<file path="src/common/opll_pkg.sv">
// --------------------
// shared constants and types for the FM-style sound block
// register map, wave select, divider and mixer sizing
// import inside module bodies, scoped names in port lists
// --------------------
`default_nettype none

package opll_pkg;

	// --------------------
	// channel and bus sizing
	localparam int NUM_CH = 3;              // tone channels
	localparam logic [7:0] PORT_BASE = 8'h7C; // 7Ch addr, 7Dh data
	localparam int FNUM_W = 9;              // frequency number
	localparam int BLOCK_W = 3;             // octave shift
	localparam int ATTEN_W = 4;             // attenuation, 6 dB steps

	// --------------------
	// sample timing
	localparam int DIV_RATIO = 12;          // clocks per sample
	localparam int DIV_W = $clog2(DIV_RATIO); // divider counter width
	localparam int PHASE_W = 18;            // phase accumulator

	// --------------------
	// output path
	localparam int CH_OUT_W = 13;           // signed channel level
	localparam int MASTER_GAIN = 10;        // fixed melody volume
	localparam int SAMPLE_W = 16;           // final pcm width
	localparam int MIX_W = 20;              // sum and gain headroom
	localparam int SAT_MAX = 2 ** (SAMPLE_W - 1) - 1;
	localparam int SAT_MIN = -(2 ** (SAMPLE_W - 1));

	// register group, high nibble of the latched address
	typedef enum logic [3:0] {
		GRP_FNUM_LO = 4'h1,                 // fnum[7:0]
		GRP_CTRL    = 4'h2,                 // wave, key, block, fnum[8]
		GRP_ATTEN   = 4'h3                  // attenuation in [3:0]
	} reg_group_e;

	typedef enum logic {
		WAVE_SQUARE = 1'b0,
		WAVE_SAW    = 1'b1
	} wave_e;

endpackage

`default_nettype wire

</file>
<file path="src/opll_core/opll_regs.sv">
// --------------------
// bus register file for the tone channels
// write to A0=0 latches the register address,
// write to A0=1 stores data into that register
// --------------------
`timescale 1ns/1ps
`default_nettype none

module opll_regs (
	input  wire logic                                                  clk,
	input  wire logic                                                  reset_n,
	input  wire logic                                                  i_cs_n,
	input  wire logic                                                  i_wr_n,
	input  wire logic                                                  i_a0,
	input  wire logic [7:0]                                            i_wdata,
	output      logic [opll_pkg::NUM_CH-1:0][opll_pkg::FNUM_W-1:0]     o_fnum,
	output      logic [opll_pkg::NUM_CH-1:0][opll_pkg::BLOCK_W-1:0]    o_block,
	output      logic [opll_pkg::NUM_CH-1:0]                           o_key,
	output      opll_pkg::wave_e [opll_pkg::NUM_CH-1:0]                o_wave,
	output      logic [opll_pkg::NUM_CH-1:0][opll_pkg::ATTEN_W-1:0]    o_atten
);
	import opll_pkg::*;

	logic       wr_act;     // cs and wr both low
	logic       wr_d;       // previous strobe state
	logic       wr_pulse;   // first clock of a strobe
	logic [7:0] reg_addr;   // latched register address
	reg_group_e grp;        // high nibble
	logic [3:0] ch_sel;     // low nibble

	// --------------------
	// strobe edge detect, a held strobe writes once
	assign wr_act   = ~i_cs_n & ~i_wr_n;
	assign wr_pulse = wr_act & ~wr_d;

	assign grp    = reg_group_e'(reg_addr[7:4]);
	assign ch_sel = reg_addr[3:0];

	// --------------------
	// address latch and field storage
	always_ff @(posedge clk) begin
		if (!reset_n) begin
			wr_d     <= 1'b0;
			reg_addr <= '0;
			for (int i = 0; i < NUM_CH; i++) begin
				o_fnum[i]  <= '0;
				o_block[i] <= '0;
				o_key[i]   <= 1'b0;           // all keys off
				o_wave[i]  <= WAVE_SQUARE;
				o_atten[i] <= '0;
			end
		end else begin
			wr_d <= wr_act;
			if (wr_pulse && !i_a0) begin
				reg_addr <= i_wdata;          // address phase
			end
			if (wr_pulse && i_a0) begin
				// channels >= NUM_CH never match, so they drop out here
				for (int i = 0; i < NUM_CH; i++) begin
					if (ch_sel == 4'(i)) begin
						case (grp)
							GRP_FNUM_LO: o_fnum[i][FNUM_W-2:0] <= i_wdata;
							GRP_CTRL: begin
								o_fnum[i][FNUM_W-1] <= i_wdata[0];   // fnum msb
								o_block[i]          <= i_wdata[BLOCK_W:1];
								o_key[i]            <= i_wdata[4];
								o_wave[i]           <= wave_e'(i_wdata[5]);
							end
							GRP_ATTEN: o_atten[i] <= i_wdata[ATTEN_W-1:0];
							default: ;                // unknown group, ignored
						endcase
					end
				end
			end
		end
	end

endmodule

`default_nettype wire

</file>
<file path="src/opll_core/opll_channel.sv">
// --------------------
// one tone channel, phase accumulator oscillator
// square or sawtooth, attenuated by an arithmetic shift
// advances once per sample enable
// --------------------
`timescale 1ns/1ps
`default_nettype none

module opll_channel (
	input  wire logic                                 clk,
	input  wire logic                                 reset_n,
	input  wire logic                                 i_sample_en,
	input  wire logic [opll_pkg::FNUM_W-1:0]          i_fnum,
	input  wire logic [opll_pkg::BLOCK_W-1:0]         i_block,
	input  wire logic                                 i_key,
	input  wire opll_pkg::wave_e                      i_wave,
	input  wire logic [opll_pkg::ATTEN_W-1:0]         i_atten,
	output      logic signed [opll_pkg::CH_OUT_W-1:0] o_level
);
	import opll_pkg::*;

	logic [PHASE_W-1:0]         phase;    // wraps mod 2^18
	logic [PHASE_W-1:0]         step;     // fnum << block
	logic signed [CH_OUT_W-1:0] raw;      // full scale wave
	logic signed [CH_OUT_W-1:0] shaped;   // after attenuation

	// --------------------
	// phase increment
	// fnum is 9 bits and block at most 7, so the step fits 16 bits
	assign step = {{(PHASE_W - FNUM_W){1'b0}}, i_fnum} << i_block;

	// --------------------
	// wave shaping from the current phase
	always_comb begin
		if (i_wave == WAVE_SQUARE) begin
			if (phase[PHASE_W-1]) begin
				raw = -13'sd2048;                 // second half
			end else begin
				raw = 13'sd2047;                  // first half
			end
		end else begin
			// top 12 phase bits as signed, sign extended
			raw = {phase[PHASE_W-1], phase[PHASE_W-1 -: CH_OUT_W-1]};
		end
	end

	assign shaped = raw >>> i_atten;          // keeps the sign

	// --------------------
	// accumulator and output register
	always_ff @(posedge clk) begin
		if (!reset_n) begin
			phase   <= '0;
			o_level <= '0;
		end else if (i_sample_en) begin
			if (i_key) begin
				phase   <= phase + step;          // natural wrap
				o_level <= shaped;
			end else begin
				phase   <= '0;                    // restart on next key-on
				o_level <= '0;                    // silent
			end
		end
	end

endmodule

`default_nettype wire

</file>
<file path="src/opll_core/opll_mixer.sv">
// --------------------
// channel mixer with fixed master gain
// sums levels the clock after the sample enable,
// saturates to the signed 16-bit output range
// --------------------
`timescale 1ns/1ps
`default_nettype none

module opll_mixer (
	input  wire logic                                                  clk,
	input  wire logic                                                  reset_n,
	input  wire logic                                                  i_sample_en,
	input  wire logic [opll_pkg::NUM_CH-1:0][opll_pkg::CH_OUT_W-1:0]   i_levels,
	output      logic signed [opll_pkg::SAMPLE_W-1:0]                  o_sound_out
);
	import opll_pkg::*;

	logic                       en_d;     // enable delayed one clock
	logic signed [MIX_W-1:0]    sum;      // plain sum of channels
	logic signed [MIX_W-1:0]    gained;   // sum times gain
	logic signed [SAMPLE_W-1:0] sat;      // clipped result

	// --------------------
	// sum and gain
	always_comb begin
		logic signed [CH_OUT_W-1:0] lvl;
		sum = '0;
		for (int i = 0; i < NUM_CH; i++) begin
			lvl = i_levels[i];
			sum = sum + {{(MIX_W - CH_OUT_W){lvl[CH_OUT_W-1]}}, lvl}; // sign extend
		end
		gained = sum * MIX_W'(MASTER_GAIN);
	end

	// --------------------
	// saturation
	always_comb begin
		if (gained > MIX_W'(SAT_MAX)) begin
			sat = SAMPLE_W'(SAT_MAX);             // +32767
		end else if (gained < MIX_W'(SAT_MIN)) begin
			sat = SAMPLE_W'(SAT_MIN);             // -32768
		end else begin
			sat = gained[SAMPLE_W-1:0];
		end
	end

	always_ff @(posedge clk) begin
		if (!reset_n) begin
			en_d        <= 1'b0;
			o_sound_out <= '0;
		end else begin
			en_d <= i_sample_en;
			if (en_d) begin
				o_sound_out <= sat;                // holds for a full sample
			end
		end
	end

endmodule

`default_nettype wire

</file>
<file path="src/hdl/ip_opll.sv">
// --------------------
// sound block top level on the 8-bit i/o bus
// decodes ports 7Ch/7Dh, makes the sample enable,
// runs three tone channels and mixes them to one pcm sample
// --------------------
`timescale 1ns/1ps
`default_nettype none

module ip_opll (
	input  wire logic                                 clk,
	input  wire logic                                 reset_n,
	input  wire logic                                 i_iorq_n,
	input  wire logic                                 i_wr_n,
	input  wire logic [15:0]                          i_address,
	input  wire logic [7:0]                           i_wdata,
	output      logic signed [opll_pkg::SAMPLE_W-1:0] o_sound_out
);
	import opll_pkg::*;

	logic                                cs_n;       // port select, low active
	logic [DIV_W-1:0]                    div_cnt;    // 0..11
	logic                                sample_en;  // one clock in twelve
	logic [NUM_CH-1:0][FNUM_W-1:0]       fnum;
	logic [NUM_CH-1:0][BLOCK_W-1:0]      block;
	logic [NUM_CH-1:0]                   key;
	wave_e [NUM_CH-1:0]                  wave;
	logic [NUM_CH-1:0][ATTEN_W-1:0]      atten;
	logic [NUM_CH-1:0][CH_OUT_W-1:0]     levels;     // channel outputs to mixer

	// --------------------
	// port decode, high byte ignored
	assign cs_n = ~(~i_iorq_n & (i_address[7:1] == PORT_BASE[7:1]));

	// --------------------
	// sample divider
	always_ff @(posedge clk) begin
		if (!reset_n) begin
			div_cnt <= '0;
		end else if (div_cnt == DIV_W'(DIV_RATIO - 1)) begin
			div_cnt <= '0;                      // wrap
		end else begin
			div_cnt <= div_cnt + 1'b1;
		end
	end

	assign sample_en = (div_cnt == DIV_W'(DIV_RATIO - 1)); // first at 12 clocks

	opll_regs u_regs (
		.clk     (clk),
		.reset_n (reset_n),
		.i_cs_n  (cs_n),
		.i_wr_n  (i_wr_n),
		.i_a0    (i_address[0]),        // 0 addr, 1 data
		.i_wdata (i_wdata),
		.o_fnum  (fnum),
		.o_block (block),
		.o_key   (key),
		.o_wave  (wave),
		.o_atten (atten)
	);

	// --------------------
	// tone channels
	for (genvar i = 0; i < NUM_CH; i++) begin : g_ch
		opll_channel u_channel (
			.clk         (clk),
			.reset_n     (reset_n),
			.i_sample_en (sample_en),
			.i_fnum      (fnum[i]),
			.i_block     (block[i]),
			.i_key       (key[i]),
			.i_wave      (wave[i]),
			.i_atten     (atten[i]),
			.o_level     (levels[i])
		);
	end

	opll_mixer u_mixer (
		.clk         (clk),
		.reset_n     (reset_n),
		.i_sample_en (sample_en),
		.i_levels    (levels),
		.o_sound_out (o_sound_out)
	);

endmodule

`default_nettype wire

</file>
<file path="config.mk">
export PLATFORM = sky130hd
export DESIGN_NAME = ip_opll
export DESIGN_NICKNAME = d
export VERILOG_FILES = /design/src/common/opll_pkg.sv /design/src/opll_core/opll_regs.sv /design/src/opll_core/opll_channel.sv /design/src/opll_core/opll_mixer.sv /design/src/hdl/ip_opll.sv
export SDC_FILE = /design/constraint.sdc
export NUM_CORES = 1
export LEC_CHECK = 0
export BUFFER_PORTS_ARGS = -buffer_cell sky130_fd_sc_hd__buf_2
export CAP_MARGIN = 20
export CORE_MARGIN = 1.5
export CORE_UTILIZATION = 59
export CTS_BUF_LIST = sky130_fd_sc_hd__clkbuf_8
export CTS_CLUSTER_DIAMETER = 30
export CTS_CLUSTER_SIZE = 30
export DETAILED_ROUTE_END_ITERATION = 10
export PLACE_DENSITY = 0.85
export SLEW_MARGIN = 40
export SYNTH_ARGS = -nofsm -noshare
export SYNTH_HDL_FRONTEND = slang
export SYNTH_HIERARCHICAL = 1
export SYNTH_SLANG_ARGS = --single-unit
</file>
<file path="constraint.sdc">
create_clock -name clk -period 5.08 [get_ports clk]
set_input_delay 0.762 -clock clk [delete_from_list [all_inputs] [get_ports clk]]
set_output_delay 0.762 -clock clk [all_outputs]
set_load 0.01 [all_outputs]
</file>
== Word-level counts from Yosys, hierarchy flattened ==
Index checks and enable logic that the tools add are counted.
W data, S select, Z words.

* Bits in registers: 177
* Output and inout port bits: 16

* $add $sub $neg: 6
* Multiply operators: 1
* $lt $le $gt $ge: 2
* Equal/unequal tests: 7
* Shift-type cells: 6
* Muxes and demuxes: 14
* Bitwise operators: 7
* Reductions and logical operators: 14

{| class="wikitable"
|+ Operators by type and width
! kind !! number
|-
| $mux W13 || 9
|-
| $add A18 B18 Y18 || 3
|-
| $mux W18 || 3
|-
| $shl A9 B3 Y18 || 3
|-
| $sshr A13 B4 Y13 || 3
|-
| $mux W16 || 2
|-
| $reduce_and A3 Y1 || 9
|-
| $add A20 B20 Y20 || 1
|-
| $gt A20 B16 Y1 const B || 1
|-
| $lt A20 B16 Y1 const B || 1
|-
| $mul A20 B4 Y19 const B || 1
|-
| $add A13 B13 Y14 || 1
|-
| $eq A4 B2 Y1 const B || 3
|-
| $eq A4 B1 Y1 const B || 2
|-
| $eq A7 B6 Y1 const B || 1
|-
| $add A4 B1 Y4 const B || 1
|-
| $eq A4 B4 Y1 const B || 1
|-
| $logic_not A4 Y1 || 1
|-
| $not A1 Y1 || 4
|-
| $and A1 B1 Y1 || 3
|-
| $logic_and A1 B1 Y1 || 2
|-
| $reduce_or A2 Y1 || 1
|-
| $logic_not A1 Y1 || 1
|}

== Depth between registers and ports, before layout ==
Gate-level depths: netlist of the first run.

* Depth in word-level cells: 6
* Gate-level depth with buffers: 24
* Mapped depth without buffers: 22

== Hierarchy ==
Netlist of the first run, hierarchy kept.

{| class="wikitable"
|+ Modules (own cells, without submodules)
! module !! instances !! cells each !! area each (sq um) !! seq. area each (sq um)
|-
| opll_channel || 3 || 375 || 2836.5 || 600.6
|-
| opll_mixer || 1 || 295 || 2477.4 || 340.3
|-
| opll_regs || 1 || 223 || 2391.0 || 1261.2
|-
| ip_opll || 1 || 21 || 196.4 || 80.1
|}

== Worst setup path before layout of the first run ==
OpenSTA, ideal clock, no wires.

* Path type: register to register
* Start: register g_ch[0].u_channel/o_level[1] (netlist bit)
* End: register u_mixer/o_sound_out[1] (netlist bit)
* Setup time: 0.125 ns
* Arrival: 5.017 ns
* Data required time: 4.955 ns
* Path slack: -0.063 ns
* Cell stages (with the launch flop): 23
* Path buffers: 1
* Period minus slack after synthesis: 5.143 ns
* Cells stage by stage: dfxtp_1 -> inv_1 -> fa_1 -> inv_1 -> ha_1 -> fa_1 -> a21o_1 -> a21oi_1 -> nor2b_1 -> o21a_1 -> o41ai_1 -> xor2_1 -> xnor2_1 -> ha_1 -> a2111oi_2 -> o21ai_1 -> a221oi_2 -> o221ai_2 -> xnor2_1 -> nand3_1 -> o32ai_4 -> buf_6 -> o22ai_1

* Longest elaborated chain between the ends: 6
* Elaborated cells on any way between the ends: 7
* Classes of those cells: add/sub (2); mul (1); order compare (2); mux (2)

{| class="wikitable"
|+ RTL lines
! what !! line !! source
|-
| from (decl) || opll_channel.sv:18 || <nowiki>output logic signed [opll_pkg::CH_OUT_W-1:0] o_level</nowiki>
|-
| from (signal assigned) || opll_channel.sv:58 || <nowiki>o_level <= shaped;</nowiki>
|-
| $add A13 B13 Y14 * || opll_mixer.sv:30 || <nowiki>sum = sum + {{(MIX_W - CH_OUT_W){lvl[CH_OUT_W-1]}}, lvl};</nowiki>
|-
| $add A20 B20 Y20 * || opll_mixer.sv:30 ||
|-
| $mul A20 B4 Y19 * || opll_mixer.sv:32 || <nowiki>gained = sum * MIX_W'(MASTER_GAIN);</nowiki>
|-
| $lt A20 B16 Y1 || opll_mixer.sv:40 || <nowiki>end else if (gained < MIX_W'(SAT_MIN)) begin</nowiki>
|-
| $mux W16 || opll_mixer.sv:40 ||
|-
| $mux W16 * || opll_mixer.sv:38 || <nowiki>if (gained > MIX_W'(SAT_MAX)) begin</nowiki>
|-
| to (signal assigned) || opll_mixer.sv:54 || <nowiki>o_sound_out <= sat;</nowiki>
|-
| to (decl) || opll_mixer.sv:14 || <nowiki>output logic signed [opll_pkg::SAMPLE_W-1:0] o_sound_out</nowiki>
|}

Every way passes the cells marked *; elsewhere a longest branch is shown, timed or not.
A chain may end at the register's enable or synchronous reset.

== Worst setup path in the final report of the first run ==
* Start: register g_ch[0].u_channel/o_level[2] (netlist bit)
* End: register u_mixer/o_sound_out[4] (netlist bit)

The elaborated chain is that of the path after synthesis.

==> flow_metrics.tcl, run 1 <==
set metrics [dict create \
    period_minus_slack_ns 5.15 \
    powerDensity_mw_per_mm2 166 \
    worst_pin_slew_ns 0.796 \
    pwr-share-clk_pct 40.3 \
    dpl_cell_area_mm2 0.0139 \
    hold_class "register to register" \
    pin_count 44 \
    postSynthAreaPerCell_um2 8.16 \
    nNetsFinal 1795 \
    async_reset_ff_share_pct 0 \
    synthDistinctLibCells 81 \
    layout_commonest_cell "nand2_1" \
    rr_endpoint "u_mixer/o_sound_out[4]$_SDFFE_PN0P_" \
    numCtsBuffers 17 \
    synth_nets 1798 \
    violations "negative setup slack" \
    highest_layer "met4" \
    hold_violations 0 \
    wl_per_cell_um 16.4 \
    reg2reg_depth 23 \
    finalSetupViolations 8 \
    synth_top_cell_by_area "dfxtp_1" \
    synth.top_cell.area_share_pct 25.7 \
    yosysWarnings 6 \
    final_layout_size_suffix_gt1_share_pct 11.9 \
    cts_tree "done" \
    finalCritPeriodShare_pct 101 \
    track_usage_pct 27.3 \
    power.switching_uw 602 \
    stdcell_count 1959 \
    die_h_um 155 \
    tns_ns -0.382 \
    startpoint "g_ch[0].u_channel/o_level[2]$_SDFFE_PN0P_" \
    overflow 0 \
    fin_ws_ns -0.0693 \
    cp_max_fo 7 \
    fp.dieW_um 155 \
    synth.cell_area_mm2 0.0136 \
    clock-root-buffer "clkbuf_8" \
    pwr-share-seq_pct 57.1 \
    path_class "register to register" \
    clockBufferDepth 2 \
    syn2layout_area_growth_pct 6.35 \
    clk_pin_slew_worst_paths_ns 0.10 \
    rows 55 \
    cp_data_required_time_ns 5.45 \
    rsz0062_at_grt "yes" \
    place_hpwl_um 23600 \
    grt_pass1_vias 11545 \
    port_buffers 35 \
    diodes 0 \
    vdd_drop_max_v 0.000165 \
    htree_levels 4 \
    r2r_start "g_ch[0].u_channel/o_level[2]$_SDFFE_PN0P_" \
    cp-start-kind "register" \
    initial_utilization_pct 60.0 \
    drc 0 \
    route.met3.wl_um 1500 \
    yosysSeqAreaShare_pct 25.7 \
    crit_path_end_kind "register" \
    antenna_left 0 \
    synthCells 1664 \
    vias 12080 \
    drt_wl_total_um 32100 \
    report.final.slew_viol_count 0 \
    endpoint "u_mixer/o_sound_out[4]$_SDFFE_PN0P_" \
    initialDrtViolationCount 851 \
    total_power_mw 2.39 \
    synth.area.top_cells "dfxtp_1 26%, mux2i_1 9.3%, ha_1 8.1%, nand2_1 6.1%, o21ai_0 3.6%" \
    gp_congestion 0.941 \
    worstSkewPairLatency_ns 0.48 \
    grt_antenna_before_repair 0 \
    dp.cells 1917 \
    comb_power_share_pct 2.7 \
    wl_met1_um 14200 \
    most-common-layout-cells "220 x nand2_1, 172 x dfxtp_1, 126 x mux2i_1, 98 x inv_1, 97 x o21ai_0" \
    synth_edf_count 0 \
    numClockSinks 174 \
    synth_seq_cells 174 \
    finClkSkew_ns 0.0173 \
    drv_cap 0 \
    fp.coreArea_mm2 0.0226 \
    grt_max_degree 75 \
    ctsHoldBuffers 0 \
    via_per_inst 6.17 \
    internal_power_mw 1.79 \
    p_sw_share_pct 25.1 \
    status "finished with violations" \
    fmax_mhz 194 \
    dr_wl_met2_um 15900 \
    ys.flop_type "dfxtp_1" \
    rrSetupSlack_ns -0.07 \
    die-area_mm2 0.0239 \
    fin_area_mm2 0.0144 \
    slew_headroom_pct 46.8 \
    grt_pass1_wl_um 54300 \
    crit_arrival_ns 5.52 \
    p_leak_nw 6.03 \
    dp_slack_ns -0.180 \
    first_pass_iters 5 \
]
[metrics by stage]
step	util, %	hold slack, ns
3_3_place_gp	61.3	0.427
6_report	63.8	0.453
3_5_place_dp	61.3	0.443
5_1_grt	63.8	0.472
4_1_cts	63.7	0.457
2_1_floorplan	-	0.417
[cell type report]
cell class | count | area [um^2]
Clock buffer | 18 | 248
Clock inverter | 14 | 133
Inverter | 101 | 380
Timing Repair Buffer | 69 | 457
Tap cell | 285 | 357
Sequential cell | 174 | 3490
Fill cell | 1871 | 8200
Multi-Input combinational cell | 1298 | 9380
[critical path, stage by stage, from the launching register on]
cell       delay, ns
dfxtp_1         0.34
inv_1           0.08
fa_1            0.53
inv_1           0.07
ha_1            0.30
a21o_1          0.20
and4_1          0.21
or2_2           0.31
o21ai_1         0.13
nand2b_1        0.09
a21oi_2         0.15
xnor2_1         0.17
ha_1            0.27
ha_2            0.22
a2111oi_2       0.35
o21ai_1         0.16
a221oi_2        0.33
o221ai_2        0.18
xnor2_2         0.19
nand3_2         0.12
o32ai_4         0.27
buf_4           0.16
buf_8           0.12
o22ai_1         0.08
[cell usage after synthesis, drive strengths merged, types with 23 or more instances]
cell	instances
buf	36
nor2	82
dfxtp	174
nor3	23
o22ai	39
clkbuf	55
nand2b	36
a21oi	88
ha	88
mux2i	126
xnor2	34
inv	101
o21ai	122
nor2b	48
nand2	220
nand3	27
[how the worst min path moves through the flow]
stage                                                   start                                   endpoint  slack (ns)  cells past startpoint
floorplan                               div_cnt[0]$_SDFF_PP0_                      div_cnt[0]$_SDFF_PP0_        0.42                      1
detailed placement  g_ch[1].u_channel/o_level[2]$_SDFFE_PN0P_  g_ch[1].u_channel/o_level[2]$_SDFFE_PN0P_        0.44                      2
CTS                 g_ch[1].u_channel/o_level[2]$_SDFFE_PN0P_  g_ch[1].u_channel/o_level[2]$_SDFFE_PN0P_        0.46                      2
global placement                        div_cnt[0]$_SDFF_PP0_                      div_cnt[0]$_SDFF_PP0_        0.43                      1
global route        g_ch[1].u_channel/o_level[2]$_SDFFE_PN0P_  g_ch[1].u_channel/o_level[2]$_SDFFE_PN0P_        0.47                      2
finish                                  div_cnt[0]$_SDFF_PP0_                      div_cnt[0]$_SDFF_PP0_        0.45                      1
[state kept, by name (all words and copies together) (netlist names)]
signal	flops
g_ch.u_channel/o_level	36
g_ch.u_channel/phase	54
u_regs/o_key	3
div_cnt	4
u_regs/o_fnum	27
u_regs/o_block	9
u_regs/wr_d	1
u_mixer/o_sound_out	16
u_regs/o_atten	12
u_regs/reg_addr	8
u_mixer/en_d	1
u_regs/o_wave	3
[cells by family (layout without fill, tap and decap cells)]
logic type | Yosys count | in the layout | share of synthesized area (%)
AND/OR/NAND/NOR | 545 | 545 | 20.2
multiplexers | 142 | 142 | 10.6
flip-flops | 174 | 174 | 25.7
XOR/XNOR | 47 | 47 | 3.09
buffers and inverters | 192 | 202 | 6.05
adder cells (fa/ha/maj) | 106 | 106 | 10.8
AO/OA/AOI/OAI | 458 | 458 | 23.6
[routing by layer]
metal  global-route usage, %  up-vias
met2                    48.5      351
met3                    3.95       49
met5                       0        -
li1                        -     5985
met1                    34.0     5695
met4                    8.84        0
[power groups by stage]
stage               Clock (mW)  Sequential (mW)  Combinational (mW)
global route              1.03             1.37              0.0684
CTS                      0.982             1.37              0.0627
global placement             0             1.40              0.0612
detailed placement           0             1.40              0.0627
finish                   0.964             1.37              0.0635
floorplan                    0             1.40              0.0338
[timing repair]
| action | 4_1_cts | 5_1_grt |
|---|---|---|
| gates resized for setup | 16 | 11 |
| buffers inserted | 10 | 1 |
| cloned | 1 | 0 |
| pin swaps | 5 | 6 |
| setup endpoints to repair | 15 | 15 |
No activity file was read; power rests on OpenSTA's default activity.
==> inputs of run 2 (changes only) <==
==> constraint.sdc (replaced) <==
create_clock -name clk -period 5.08 [get_ports clk]
set_input_delay 1.016 -clock clk [delete_from_list [all_inputs] [get_ports clk]]
set_output_delay 1.016 -clock clk [all_outputs]
set_load 0.01 [all_outputs]
==> run 2 against run 1 <==
Effect of this change:
- the run still ends with negative setup slack left
- final cell count is the same
- wire length grew 2.4%
- die area is the same
- first-iteration DRC count grew 6.1%
==> flow_metrics.tcl, run 2 (synthesis results as in run 1) <==
set metrics [dict create \
    slew_headroom_pct 45.6 \
    overflow 0 \
    initialDrtViolationCount 903 \
    p_sw_share_pct 22.8 \
    die_h_um 155 \
    worst-path-stages 24 \
    startpoint "g_ch[0].u_channel/o_level[1]$_SDFFE_PN0P_" \
    port_buffers 35 \
    finalCritPeriodShare_pct 101 \
    die-area_mm2 0.0239 \
    path_common_cell "xnor2_1" \
    numCtsBuffers 17 \
    wl_per_cell_um 16.8 \
    worst_pin_slew_ns 0.815 \
    numClockSinks 174 \
    r2r_start "g_ch[0].u_channel/o_level[1]$_SDFFE_PN0P_" \
    fp.coreArea_mm2 0.0226 \
    place_hpwl_um 23600 \
    final_layout_size_suffix_gt1_share_pct 12.9 \
    diodes 0 \
    report.final.slew_viol_count 0 \
    cp_max_fo 8 \
    reg_top3 "g_ch.u_channel/phase: 54 flops, g_ch.u_channel/o_level: 36 flops, u_regs/o_fnum: 27 flops" \
    dp_slack_ns -0.248 \
    vdd_drop_max_v 0.000147 \
    fin_ws_ns -0.0636 \
    vias 12121 \
    pwr-share-seq_pct 53.0 \
    total_power_mw 2.58 \
    track_usage_pct 27.4 \
    rrSetupSlack_ns -0.06 \
    largest_reg_flops 54 \
    endpoint "u_mixer/o_sound_out[14]$_SDFFE_PN0P_" \
    drc 0 \
    syn2layout_area_growth_pct 8.42 \
    drt_wl_total_um 32900 \
    htree_levels 4 \
    period_minus_slack_ns 5.14 \
    comb_power_share_pct 2.4 \
    regMostFlops "g_ch.u_channel/phase" \
    rows 55 \
    most-common-layout-cells "217 x nand2_1, 173 x dfxtp_1, 126 x mux2i_1, 99 x inv_1, 97 x o21ai_0" \
    layout_commonest_cell "nand2_1" \
    rr_endpoint "u_mixer/o_sound_out[14]$_SDFFE_PN0P_" \
    nFillCells 1845 \
    antenna_left 0 \
    finalSetupViolations 14 \
    finClkSkew_ns 0.0146 \
    reg2reg_depth 24 \
    tns_ns -0.532 \
    grt_pass1_vias 11560 \
    initial_utilization_pct 60.0 \
    violations "negative setup slack" \
    fp.dieW_um 155 \
    pin_count 44 \
    hold_class "register to register" \
    clock-root-buffer "clkbuf_8" \
    grt_antenna_before_repair 0 \
    path_class "register to register" \
    hold_violations 0 \
    grt_pass1_wl_um 54100 \
    pwr-share-clk_pct 44.6 \
    gp_congestion 0.921 \
    slowest_stage "fa_1" \
    p_leak_nw 6.14 \
    first_pass_iters 5 \
    crit_buf_inv 4 \
    crit_arrival_ns 5.50 \
    cp_data_required_time_ns 5.44 \
    critPathMaxStageDelay_ns 0.53 \
    status "finished with violations" \
    power.switching_uw 589 \
    internal_power_mw 1.99 \
    powerDensity_mw_per_mm2 175 \
    drv_cap 0 \
    clk_pin_slew_worst_paths_ns 0.09 \
    worstSkewPairLatency_ns 0.48 \
    clockBufferDepth 2 \
    finish.utilization_pct 65.0 \
    rsz0062_at_grt "yes" \
    cp-start-kind "register" \
    grt_max_degree 82 \
    cts_tree "done" \
    via_per_inst 6.19 \
    nNetsFinal 1795 \
    path_delay_family "compound AO/OA/AOI/OAI gates" \
    crit_path_cell_trace "inv_2 > fa_1 > inv_1 > ha_2 > fa_2 > a21o_1 > a21oi_2 > nor2b_1 > o21a_1 > o41ai_4 > buf_4 > o211a_4 > xnor2_2 > xnor2_1 > ha_1 > nand2_2 > nor4_4 > nand2_1 > a211oi_1 > xnor2_1 > nand3_2 > o32ai_4 > buf_6 > o22ai_1" \
    crit_path_end_kind "register" \
    fmax_mhz 194 \
]
-- run 2: layout make-up --
type                            instances  area [um^2]  area share, %
Timing Repair Buffer                   69          460           3.13
Clock buffer                           18          248           1.68
Inverter                              101          379           2.58
Clock inverter                         14          229           1.56
Sequential cell                       174         3480           23.7
Tap cell                              285          357           2.42
Multi-Input combinational cell       1298         9560           65.0
-- run 2: worst reg2reg max path: stages (launching register included) --
cell and delay, ns:
dfxtp_2 0.35, inv_2 0.04, fa_1 0.53, inv_1 0.05
ha_2 0.18, fa_2 0.34, a21o_1 0.20, a21oi_2 0.16
nor2b_1 0.07, o21a_1 0.22, o41ai_4 0.25, buf_4 0.17
o211a_4 0.17, xnor2_2 0.12, xnor2_1 0.09, ha_1 0.31
nand2_2 0.08, nor4_4 0.40, nand2_1 0.10, a211oi_1 0.28
xnor2_1 0.21, nand3_2 0.13, o32ai_4 0.28, buf_6 0.20
o22ai_1 0.10
-- run 2: stage by stage --
stage | cell area, um^2 | hold WS, ns | cells
4_1_cts | 14500 | 0.449 | 1955
2_1_floorplan | 13600 | 0.417 | 1664
5_1_grt | 14700 | 0.471 | 1959
6_report | 14700 | 0.445 | 1959
3_5_place_dp | 13900 | 0.436 | 1916
3_3_place_gp | 13900 | 0.427 | 1916
-- run 2: per-layer routing --
metal,wire length (um),GRT usage [%],up-vias,part of all wire (%)
met2,16000,47.9,386,49
met5,0,0,-,0
li1,-,-,5970,-
met3,1780,4.40,73,5.4
met4,954,10.4,0,2.9
met1,14200,33.8,5692,43
-- run 2: worst min path at each step --
stage / startpoint / end / slack, ns / cells after the start
4_1_cts: div_cnt[0]$_SDFF_PP0_ / div_cnt[0]$_SDFF_PP0_ / 0.45 / 1
2_1_floorplan: div_cnt[0]$_SDFF_PP0_ / div_cnt[0]$_SDFF_PP0_ / 0.42 / 1
5_1_grt: g_ch[0].u_channel/o_level[2]$_SDFFE_PN0P_ / g_ch[0].u_channel/o_level[2]$_SDFFE_PN0P_ / 0.47 / 2
3_5_place_dp: g_ch[0].u_channel/o_level[2]$_SDFFE_PN0P_ / g_ch[0].u_channel/o_level[2]$_SDFFE_PN0P_ / 0.44 / 2
3_3_place_gp: div_cnt[0]$_SDFF_PP0_ / div_cnt[0]$_SDFF_PP0_ / 0.43 / 1
6_report: div_cnt[0]$_SDFF_PP0_ / div_cnt[0]$_SDFF_PP0_ / 0.44 / 1
-- run 2: repair_timing --
action	CTS	global route
cloned	1	0
resized for setup	14	37
pin swaps	6	18
setup endpoints to repair	15	16
setup buffers	6	6
hold buffers	0	0
-- run 2: power groups by stage --
stage / logic, mW / registers (mW) / clock network, mW
6_report: 0.0631 / 1.37 / 1.15
5_1_grt: 0.0677 / 1.37 / 1.22
4_1_cts: 0.0622 / 1.37 / 1.17
3_5_place_dp: 0.0622 / 1.40 / 0
3_3_place_gp: 0.0605 / 1.40 / 0
2_1_floorplan: 0.0338 / 1.40 / 0
